<file path="config.mk">
export PLATFORM = sky130hd
export DESIGN_NAME = issue_top
export DESIGN_NICKNAME = d
export VERILOG_FILES = /design/src/hdl/issue_pkg.sv /design/src/hdl/issue_dec_if.sv /design/src/hdl/issue_top.sv /design/src/hdl/issue_control.sv /design/src/hdl/operand_select.sv /design/src/hdl/operand_fetch.sv /design/src/hdl/issue_decoder.sv
export SDC_FILE = /design/constraint.sdc
export NUM_CORES = 1
export LEC_CHECK = 0
export BUFFER_PORTS_ARGS = -buffer_cell sky130_fd_sc_hd__buf_2
export CAP_MARGIN = 0
export CORE_AREA = 8 8 277 279
export DETAILED_ROUTE_END_ITERATION = 10
export DIE_AREA = 0 0 285 287
export PLACE_DENSITY_LB_ADDON = 0.15
export SLEW_MARGIN = 20
export SYNTH_ARGS = -nofsm -noshare
export SYNTH_HDL_FRONTEND = slang
export SYNTH_SLANG_ARGS = --single-unit
</file>
<file path="constraint.sdc">
create_clock -name vclk -period 2.4
set_input_delay 0.24 -clock vclk [all_inputs]
set_output_delay 0.24 -clock vclk [all_outputs]
set_load 0.02 [all_outputs]
</file>
<file path="src/hdl/issue_pkg.sv">
// integer-only RV64 issue types; the fetch side must send codes from except_code_t only
package issue_pkg;

    localparam int ILEN        = 32;    // instruction width
    localparam int REG_IDX_LEN = 5;     // architectural register index
    localparam int EU_N        = 4;     // stations with a valid/ready pair
    localparam int I_IMM       = 12;    // width of the immediate sent to the stations

    // register view of the word (R/I formats)
    typedef struct packed {
        logic [6:0]             funct7;
        logic [REG_IDX_LEN-1:0] rs2;     // low part of the I immediate
        logic [REG_IDX_LEN-1:0] rs1;
        logic [2:0]             funct3;
        logic [REG_IDX_LEN-1:0] rd;
        logic [6:0]             opcode;
    } instr_r_t;

    // split immediate view, shared by the S and B formats
    typedef struct packed {
        logic [6:0]             imm_hi;
        logic [REG_IDX_LEN-1:0] rs2;
        logic [REG_IDX_LEN-1:0] rs1;
        logic [2:0]             funct3;
        logic [4:0]             imm_lo;
        logic [6:0]             opcode;
    } instr_s_t;

    typedef union packed {
        instr_r_t r_view;
        instr_s_t s_view;
    } instr_t;

    // bit order of ex_valid_o / ex_ready_i follows these values
    typedef enum logic [2:0] {
        EU_LOAD_BUFFER  = 3'd0,
        EU_STORE_BUFFER = 3'd1,
        EU_BRANCH_UNIT  = 3'd2,
        EU_INT_ALU      = 3'd3,
        EU_NONE         = 3'd4       // straight to the ROB
    } issue_eu_t;

    typedef enum logic [3:0] {
        EXC_ILLEGAL_INSTR = 4'd2,
        EXC_BREAKPOINT    = 4'd3,
        EXC_ECALL_M       = 4'd11
    } except_code_t;

    typedef enum logic [1:0] {
        IMM_I,
        IMM_S,
        IMM_B,
        IMM_SHAMT
    } imm_format_t;

    localparam logic [6:0] OPC_LOAD     = 7'b000_0011;
    localparam logic [6:0] OPC_STORE    = 7'b010_0011;
    localparam logic [6:0] OPC_BRANCH   = 7'b110_0011;
    localparam logic [6:0] OPC_OP_IMM   = 7'b001_0011;
    localparam logic [6:0] OPC_OP       = 7'b011_0011;
    localparam logic [6:0] OPC_MISC_MEM = 7'b000_1111;
    localparam logic [6:0] OPC_SYSTEM   = 7'b111_0011;

endpackage
</file>
<file path="src/hdl/issue_dec_if.sv">
// decoded control bundle of the instruction at the queue head, combinational only
interface issue_dec_if import issue_pkg::*; ();

    issue_eu_t    eu;               // assigned station
    logic         rs1_req;
    logic         rs2_req;
    logic         imm_req;
    imm_format_t  imm_format;
    logic         regstat_upd;      // instr writes rd
    logic         except_raised;    // decode-time exception
    except_code_t except_code;
    logic         res_ready;        // ROB entry ready to commit at once
    logic         stall_possible;

    modport dec (
        output eu, rs1_req, rs2_req, imm_req, imm_format, regstat_upd,
        output except_raised, except_code, res_ready, stall_possible
    );

    modport sink (
        input eu, rs1_req, rs2_req, imm_req, imm_format, regstat_upd,
        input except_raised, except_code, res_ready, stall_possible
    );

endinterface

</file>
<file path="src/hdl/issue_top.sv">
// combinational issue stage; rs2 reports ready when operand B is an immediate (load, OP-IMM)
module issue_top import issue_pkg::*; #(
    parameter int XLEN        = 64,
    parameter int ROB_IDX_LEN = 4
) (
    // issue queue
    input  logic                   iq_valid_i,
    output logic                   iq_ready_o,
    input  logic [XLEN-1:0]        iq_pc_i,
    input  instr_t                 iq_instr_i,
    input  logic                   iq_except_raised_i,
    input  except_code_t           iq_except_code_i,
    // register status table
    input  logic                   regstat_ready_i,
    output logic                   regstat_valid_o,
    input  logic                   regstat_rs1_busy_i,
    input  logic [ROB_IDX_LEN-1:0] regstat_rs1_rob_idx_i,
    input  logic                   regstat_rs2_busy_i,
    input  logic [ROB_IDX_LEN-1:0] regstat_rs2_rob_idx_i,
    // source/dest indices, shared by regstat and register file
    output logic [REG_IDX_LEN-1:0] rs1_idx_o,
    output logic [REG_IDX_LEN-1:0] rs2_idx_o,
    output logic [REG_IDX_LEN-1:0] rd_idx_o,
    // register file
    input  logic [XLEN-1:0]        rf_rs1_value_i,
    input  logic [XLEN-1:0]        rf_rs2_value_i,
    // CDB
    input  logic                   cdb_valid_i,
    input  logic                   cdb_except_raised_i,
    input  logic [XLEN-1:0]        cdb_value_i,
    input  logic [ROB_IDX_LEN-1:0] cdb_rob_idx_i,
    // ROB
    input  logic                   rob_ready_i,
    input  logic                   rob_rs1_ready_i,
    input  logic [XLEN-1:0]        rob_rs1_value_i,
    input  logic                   rob_rs2_ready_i,
    input  logic [XLEN-1:0]        rob_rs2_value_i,
    input  logic [ROB_IDX_LEN-1:0] rob_tail_idx_i,
    output logic                   rob_valid_o,
    output logic [ROB_IDX_LEN-1:0] rob_rs1_idx_o,
    output logic [ROB_IDX_LEN-1:0] rob_rs2_idx_o,
    output instr_t                 rob_instr_o,
    output logic                   rob_except_raised_o,
    output except_code_t           rob_except_code_o,
    output logic [XLEN-1:0]        rob_except_aux_o,
    output logic                   rob_res_ready_o,
    // reservation stations
    input  logic [EU_N-1:0]        ex_ready_i,
    output logic [EU_N-1:0]        ex_valid_o,
    output logic                   ex_rs1_ready_o,
    output logic [XLEN-1:0]        ex_rs1_value_o,
    output logic                   ex_rs2_ready_o,
    output logic [XLEN-1:0]        ex_rs2_value_o,
    output logic [I_IMM-1:0]       ex_imm_o,
    output logic [ROB_IDX_LEN-1:0] ex_rob_idx_o,
    // to the main control
    output logic                   stall_o
);

    logic            rs1_ready, rs2_ready;
    logic [XLEN-1:0] rs1_value, rs2_value;

    issue_dec_if dec_if ();

    assign rs1_idx_o     = iq_instr_i.r_view.rs1;
    assign rs2_idx_o     = iq_instr_i.r_view.rs2;
    assign rd_idx_o      = iq_instr_i.r_view.rd;
    assign rob_rs1_idx_o = regstat_rs1_rob_idx_i;   // ROB lookup of the producers
    assign rob_rs2_idx_o = regstat_rs2_rob_idx_i;
    assign rob_instr_o   = iq_instr_i;
    assign ex_rob_idx_o  = rob_tail_idx_i;          // entry allocated to this instr

    issue_decoder u_decoder (
        .instr_i (iq_instr_i),
        .dec     (dec_if.dec)
    );

    operand_fetch #(.XLEN(XLEN), .ROB_IDX_LEN(ROB_IDX_LEN)) u_fetch_rs1 (
        .req_i               (dec_if.rs1_req),
        .busy_i              (regstat_rs1_busy_i),
        .rob_idx_i           (regstat_rs1_rob_idx_i),
        .rf_value_i          (rf_rs1_value_i),
        .rob_ready_i         (rob_rs1_ready_i),
        .rob_value_i         (rob_rs1_value_i),
        .cdb_valid_i         (cdb_valid_i),
        .cdb_except_raised_i (cdb_except_raised_i),
        .cdb_rob_idx_i       (cdb_rob_idx_i),
        .cdb_value_i         (cdb_value_i),
        .ready_o             (rs1_ready),
        .value_o             (rs1_value)
    );

    operand_fetch #(.XLEN(XLEN), .ROB_IDX_LEN(ROB_IDX_LEN)) u_fetch_rs2 (
        .req_i               (dec_if.rs2_req),
        .busy_i              (regstat_rs2_busy_i),
        .rob_idx_i           (regstat_rs2_rob_idx_i),
        .rf_value_i          (rf_rs2_value_i),
        .rob_ready_i         (rob_rs2_ready_i),
        .rob_value_i         (rob_rs2_value_i),
        .cdb_valid_i         (cdb_valid_i),
        .cdb_except_raised_i (cdb_except_raised_i),
        .cdb_rob_idx_i       (cdb_rob_idx_i),
        .cdb_value_i         (cdb_value_i),
        .ready_o             (rs2_ready),
        .value_o             (rs2_value)
    );

    assign ex_rs1_ready_o = rs1_ready;
    // imm in place of rs2 is known at issue
    assign ex_rs2_ready_o = rs2_ready || (dec_if.imm_req && !dec_if.rs2_req);

    operand_select #(.XLEN(XLEN)) u_operand_select (
        .instr_i        (iq_instr_i),
        .dec            (dec_if.sink),
        .rs1_value_i    (rs1_value),
        .rs2_value_i    (rs2_value),
        .ex_rs1_value_o (ex_rs1_value_o),
        .ex_rs2_value_o (ex_rs2_value_o),
        .ex_imm_o       (ex_imm_o)
    );

    issue_control #(.XLEN(XLEN)) u_issue_control (
        .dec                (dec_if.sink),
        .iq_valid_i         (iq_valid_i),
        .iq_pc_i            (iq_pc_i),
        .iq_except_raised_i (iq_except_raised_i),
        .iq_except_code_i   (iq_except_code_i),
        .rob_ready_i        (rob_ready_i),
        .regstat_ready_i    (regstat_ready_i),
        .ex_ready_i         (ex_ready_i),
        .iq_ready_o         (iq_ready_o),
        .rob_valid_o        (rob_valid_o),
        .ex_valid_o         (ex_valid_o),
        .regstat_valid_o    (regstat_valid_o),
        .except_raised_o    (rob_except_raised_o),
        .except_code_o      (rob_except_code_o),
        .except_aux_o       (rob_except_aux_o),
        .res_ready_o        (rob_res_ready_o),
        .stall_o            (stall_o)
    );

endmodule

</file>
<file path="src/hdl/issue_control.sv">
// issue handshake is all levels; a fetch exception hides any decode exception of the same instr
module issue_control import issue_pkg::*; #(
    parameter int XLEN = 64
) (
    issue_dec_if.sink       dec,
    input  logic            iq_valid_i,
    input  logic [XLEN-1:0] iq_pc_i,
    input  logic            iq_except_raised_i,
    input  except_code_t    iq_except_code_i,
    input  logic            rob_ready_i,
    input  logic            regstat_ready_i,
    input  logic [EU_N-1:0] ex_ready_i,
    output logic            iq_ready_o,
    output logic            rob_valid_o,
    output logic [EU_N-1:0] ex_valid_o,
    output logic            regstat_valid_o,
    output logic            except_raised_o,
    output except_code_t    except_code_o,
    output logic [XLEN-1:0] except_aux_o,
    output logic            res_ready_o,
    output logic            stall_o
);

    logic [EU_N-1:0] eu_sel;        // one-hot station, zero for EU_NONE
    logic            station_ok;
    logic            fire;

    always_comb begin
        eu_sel = '0;
        if (dec.eu < EU_N) begin
            eu_sel[dec.eu[$clog2(EU_N)-1:0]] = 1'b1;
        end
    end

    // EU_NONE has no station to wait on
    assign station_ok = (dec.eu == EU_NONE) || ((eu_sel & ex_ready_i) != '0);
    assign fire       = iq_valid_i && rob_ready_i && regstat_ready_i && station_ok;

    assign iq_ready_o      = fire;                      // pop the queue head
    assign rob_valid_o     = fire;
    assign ex_valid_o      = fire ? eu_sel : '0;
    assign regstat_valid_o = fire && dec.regstat_upd;   // rename rd only on issue

    always_comb begin
        if (iq_except_raised_i) begin
            except_raised_o = 1'b1;
            except_code_o   = iq_except_code_i;         // fetch side wins
        end else if (dec.except_raised) begin
            except_raised_o = 1'b1;
            except_code_o   = dec.except_code;
        end else begin
            except_raised_o = 1'b0;
            except_code_o   = iq_except_code_i;         // don't care without raised
        end
    end

    assign except_aux_o = iq_pc_i;                      // faulting PC
    assign res_ready_o  = dec.res_ready;
    assign stall_o      = except_raised_o || dec.stall_possible;

endmodule

</file>
<file path="src/hdl/operand_select.sv">
// builds station operands; branch imm is offset[12:1], shift amounts are log2(XLEN) bits
module operand_select import issue_pkg::*; #(
    parameter int XLEN = 64
) (
    input  instr_t           instr_i,
    issue_dec_if.sink        dec,
    input  logic [XLEN-1:0]  rs1_value_i,
    input  logic [XLEN-1:0]  rs2_value_i,
    output logic [XLEN-1:0]  ex_rs1_value_o,
    output logic [XLEN-1:0]  ex_rs2_value_o,
    output logic [I_IMM-1:0] ex_imm_o
);

    localparam int SHAMT_W = $clog2(XLEN);

    logic [I_IMM-1:0] imm_i, imm_s, imm_b;
    logic [XLEN-1:0]  alu_b;    // second ALU operand

    assign imm_i = {instr_i.r_view.funct7, instr_i.r_view.rs2};
    assign imm_s = {instr_i.s_view.imm_hi, instr_i.s_view.imm_lo};
    // B offset bits 12..1, bit 0 is always zero
    assign imm_b = {instr_i.s_view.imm_hi[6], instr_i.s_view.imm_lo[0],
                    instr_i.s_view.imm_hi[5:0], instr_i.s_view.imm_lo[4:1]};

    always_comb begin
        if (!dec.imm_req) begin
            alu_b = rs2_value_i;
        end else if (dec.imm_format == IMM_SHAMT) begin
            alu_b = {{(XLEN-SHAMT_W){1'b0}}, imm_i[SHAMT_W-1:0]};   // zero extended
        end else begin
            alu_b = {{(XLEN-I_IMM){imm_i[I_IMM-1]}}, imm_i};        // sign extended
        end
    end

    always_comb begin
        ex_rs1_value_o = '0;
        ex_rs2_value_o = '0;
        ex_imm_o       = '0;
        case (dec.eu)
            EU_LOAD_BUFFER: begin
                ex_rs1_value_o = rs1_value_i;
                ex_imm_o       = imm_i;
            end
            EU_STORE_BUFFER: begin
                ex_rs1_value_o = rs1_value_i;
                ex_rs2_value_o = rs2_value_i;
                ex_imm_o       = imm_s;
            end
            EU_BRANCH_UNIT: begin
                ex_rs1_value_o = rs1_value_i;
                ex_rs2_value_o = rs2_value_i;
                ex_imm_o       = imm_b;
            end
            EU_INT_ALU: begin
                ex_rs1_value_o = rs1_value_i;
                ex_rs2_value_o = alu_b;                 // imm already folded in
            end
            default: ;                                  // EU_NONE keeps zeros
        endcase
    end

endmodule

</file>
<file path="src/hdl/operand_fetch.sv">
// one source operand; the CDB is only taken when valid and free of exceptions
module operand_fetch #(
    parameter int XLEN        = 64,
    parameter int ROB_IDX_LEN = 4
) (
    input  logic                   req_i,               // operand needed by the instr
    input  logic                   busy_i,              // regstat: in flight
    input  logic [ROB_IDX_LEN-1:0] rob_idx_i,           // regstat: producer entry
    input  logic [XLEN-1:0]        rf_value_i,
    input  logic                   rob_ready_i,         // producer result already in ROB
    input  logic [XLEN-1:0]        rob_value_i,
    input  logic                   cdb_valid_i,
    input  logic                   cdb_except_raised_i,
    input  logic [ROB_IDX_LEN-1:0] cdb_rob_idx_i,
    input  logic [XLEN-1:0]        cdb_value_i,
    output logic                   ready_o,
    output logic [XLEN-1:0]        value_o
);

    logic cdb_hit;  // producer is broadcasting right now

    assign cdb_hit = cdb_valid_i && !cdb_except_raised_i && (cdb_rob_idx_i == rob_idx_i);

    always_comb begin
        ready_o = 1'b0;
        value_o = '0;
        if (req_i) begin
            if (!busy_i) begin
                ready_o = 1'b1;
                value_o = rf_value_i;               // committed value
            end else if (rob_ready_i) begin
                ready_o = 1'b1;
                value_o = rob_value_i;
            end else if (cdb_hit) begin
                ready_o = 1'b1;
                value_o = cdb_value_i;
            end
            // otherwise the station snoops the CDB later
        end
    end

endmodule

</file>
<file path="src/hdl/issue_decoder.sv">
// decode is by opcode only; CSR accesses and any SYSTEM word other than ecall/ebreak are illegal
module issue_decoder import issue_pkg::*; (
    input  instr_t          instr_i,
    issue_dec_if.dec        dec
);

    logic [11:0] sys_funct12;   // imm field of SYSTEM, 0 = ecall, 1 = ebreak
    logic        sys_base;      // funct3 == PRIV

    assign sys_funct12 = {instr_i.r_view.funct7, instr_i.r_view.rs2};
    assign sys_base    = (instr_i.r_view.funct3 == 3'b000);

    always_comb begin
        // defaults describe an instr that goes straight to the ROB
        dec.eu             = EU_NONE;
        dec.rs1_req        = 1'b0;
        dec.rs2_req        = 1'b0;
        dec.imm_req        = 1'b0;
        dec.imm_format     = IMM_I;
        dec.regstat_upd    = 1'b0;
        dec.except_raised  = 1'b0;
        dec.except_code    = EXC_ILLEGAL_INSTR;
        dec.res_ready      = 1'b0;
        dec.stall_possible = 1'b0;

        case (instr_i.r_view.opcode)
            OPC_LOAD: begin
                dec.eu          = EU_LOAD_BUFFER;
                dec.rs1_req     = 1'b1;                 // base address
                dec.imm_req     = 1'b1;
                dec.regstat_upd = 1'b1;
            end
            OPC_STORE: begin
                dec.eu         = EU_STORE_BUFFER;
                dec.rs1_req    = 1'b1;
                dec.rs2_req    = 1'b1;                  // store data
                dec.imm_req    = 1'b1;
                dec.imm_format = IMM_S;
            end
            OPC_BRANCH: begin
                dec.eu         = EU_BRANCH_UNIT;
                dec.rs1_req    = 1'b1;
                dec.rs2_req    = 1'b1;
                dec.imm_req    = 1'b1;
                dec.imm_format = IMM_B;
            end
            OPC_OP: begin
                dec.eu          = EU_INT_ALU;
                dec.rs1_req     = 1'b1;
                dec.rs2_req     = 1'b1;
                dec.regstat_upd = 1'b1;
            end
            OPC_OP_IMM: begin
                dec.eu          = EU_INT_ALU;
                dec.rs1_req     = 1'b1;
                dec.imm_req     = 1'b1;
                dec.regstat_upd = 1'b1;
                // slli / srli / srai take a shift amount, not a full imm
                if (instr_i.r_view.funct3 == 3'b001 || instr_i.r_view.funct3 == 3'b101) begin
                    dec.imm_format = IMM_SHAMT;
                end
            end
            OPC_MISC_MEM: begin
                // fences drain the pipeline, nothing to execute
                dec.res_ready      = 1'b1;
                dec.stall_possible = 1'b1;
            end
            OPC_SYSTEM: begin
                dec.except_raised  = 1'b1;
                dec.stall_possible = 1'b1;
                if (sys_base && sys_funct12 == 12'd0) begin
                    dec.except_code = EXC_ECALL_M;
                end else if (sys_base && sys_funct12 == 12'd1) begin
                    dec.except_code = EXC_BREAKPOINT;
                end
            end
            default: begin
                dec.except_raised  = 1'b1;              // unknown opcode
                dec.stall_possible = 1'b1;
            end
        endcase
    end

endmodule

</file>
==> results.toml <==
[sta]
holdWs_ns = 0.480
min_period_ns = 2.24
max_freq_mhz = 447
finalCritPeriodShare_pct = 93.3
drv_slew = 0
slew_headroom_pct = 59.7
hold_viol_final = 0
rsz0062_at_grt = "false"
finalSetupTns_ns = 0
worst_pin_slew_ns = 0.604
finalSetupViolCount = 0

[yosys]
netlist_instances = 815
syn_area_um2 = 4940
synth_area_leaders = "buf_4 19%, o21ai_0 13%, a32oi_1 11%"
ys_warn_count = 0
synth_top_area_share_pct = 19.2
yosys.area.top_type = "buf_4"
synth-seq-area-share_pct = 0
syn_avg_cell_area_um2 = 6.06
syn_nets = 1265
synth.distinct_cells = 42
synthTopCellsByCount = "126 x buf_4, 126 x o21ai_0, 72 x clkbuf_1, 66 x a21oi_1, 64 x a32oi_1"

[cells_and_area]
layout-drive-gt1-share_pct = 52.9
seq_cells = 0
seqCellArea_um2 = 0
final_cell_count_no_fill = 2190
num_antenna_cells = 0
n_clock_buffer = 0
finish.utilization_pct = 11.7
area_delta_synth_final_pct = 70.9
nNetsFinal = 1683
num-fill-cells = 8631

[critical_path]
cpMostUsedCell = "buf_2"
crit_fanout = 32
start_kind = "input port"
end_kind = "output port"
critPathSlowestCell = "a21boi_4"
cpPeakStageDelay_ns = 0.26
arrival_ns = 2.00
crit_required_ns = 2.16
critical_path.cell_chain = "buf_2, buf_4, a21boi_4, buf_12, o21a_1, o21ai_0, a31oi_1, buf_2"
critical_path_class = "input port to output port"

[power]
p_sw_uw = 777
leakage_nw = 3.79
p_int_uw = 495
pwr-share-clk_pct = 0
power.density_nw_per_um2 = 151
peakVddDrop_uv = 63.6
comb_power_share_pct = 100.0
seq_power_share_pct = 0
swShare_pct = 61.1

[global_routing]
use_met1_pct = 13.0
grt_usage_pct = 11.7
grt_max_degree = 66
grt_pass1_vias = 8891
grtUsageMet2_pct = 21.7
top_usage_layer = "met2"
antenna_found_initial = 8
gr-usage-met3_pct = 2.59
grt_pass1_wl_um = 70500
grt_remaining_overflow = 0

[die]
start_util_pct = 6.82
top_level_ports = 729
chipHeight_um = 287
die_x_um = 285
fp-row-count = 99
coreArea_um2 = 72300
die-area_um2 = 81800

[outcome]
status = "finished, final reports clean"

[worst_hold_path]
hold_depth = 0
hp-class = "input port to output port"

[clock_network]
hold_buffers = 0
postCtsSetupBuffers = 0

[placed_design]
place_congestion = 0.848
place_inst = 2190
dpl.hpwl_um = 44500
portBuffers = 578

[detailed_routing]
num_vias = 8405
via_per_inst = 3.84
ant_nets = 0
first_pass_iters = 5
drc_errors = 0
drtIter0Drc = 390
totalWireLength_um = 52300
drt-wirelength-per-cell_um = 23.9

[job]
drv_cap = 0
-- critical path, delay by kind of cell --
kind            cells  cell delay (ns)
compound gates      4             0.82
buf+inv             4             0.85
-- power groups by stage --
| stage | sequential, mW | combinational (mW) | clock, mW |
|---|---|---|---|
| finish | 0 | 1.27 | 0 |
| global route | 0 | 1.36 | 0 |
| CTS | 0 | 1.30 | 0 |
| detailed placement | 0 | 1.29 | 0 |
| global placement | 0 | 1.30 | 0 |
| floorplan | 0 | 0.724 | 0 |
-- worst paths after layout --
path,end,slack (ns),startpoint
setup / recovery,ex_rs2_value_o[27],0.16,iq_instr_i[6]
hold / removal,rob_except_aux_o[29],0.48,iq_pc_i[29]
-- routing by layer --
metal / up-vias / wire, um
li1: 3817 / -
met5: - / 25
met4: 4 / 2180
met3: 84 / 3810
met1: 3956 / 20000
met2: 544 / 26200
-- layout by cell type (no fill, tap or decap), drive strengths merged, types with 3 or more instances in the layout --
master | netlist | layout
nor2 | 11 | 11
nor3 | 11 | 11
o21ai | 130 | 130
nor4 | 4 | 4
a21oi | 67 | 67
o21a | 54 | 54
xor2 | 8 | 8
buf | 148 | 636
a22oi | 11 | 11
inv | 9 | 9
o22ai | 11 | 11
a222oi | 5 | 5
nand3 | 54 | 54
nor2b | 3 | 3
a31oi | 54 | 54
nand2b | 3 | 3
a32oi | 64 | 64
nand2 | 58 | 58
a22o | 17 | 17
-- kinds of logic (layout without fill, tap and decap cells) --
group / after synthesis / count (layout) / share of synthesized area, %
mux: 2 / 2 / 0.456
compound gates: 418 / 418 / 54.3
simple gates: 158 / 158 / 16.3
buf+inv: 229 / 645 / 27.5
xor+xnor: 8 / 8 / 1.42
-- final cells by class --
cell class / instances / area (um^2) / share of cell area, %
tap: 959 / 1200 / 14.2
timing repair buffer: 636 / 3570 / 42.3
inverter: 9 / 33.8 / 0.401
multi-input combinational: 586 / 3630 / 43.1
-- what timing repair did --
item / CTS / global route
hold endpoints to repair: 0 / 0
gates resized for setup: 0 / 1
setup endpoints to repair: 0 / 1
-- through the flow --
step	power (mW)	setup WS (ns)	area (um^2)
finish	1.27	0.161	8430
CTS	1.30	0.0855	8430
detailed placement	1.29	0.0997	8430
global route	1.36	0.0749	8430
floorplan	0.724	0.306	4940
global placement	1.30	0.0535	8430
Note: power is estimated with default switching activity, not from simulation.
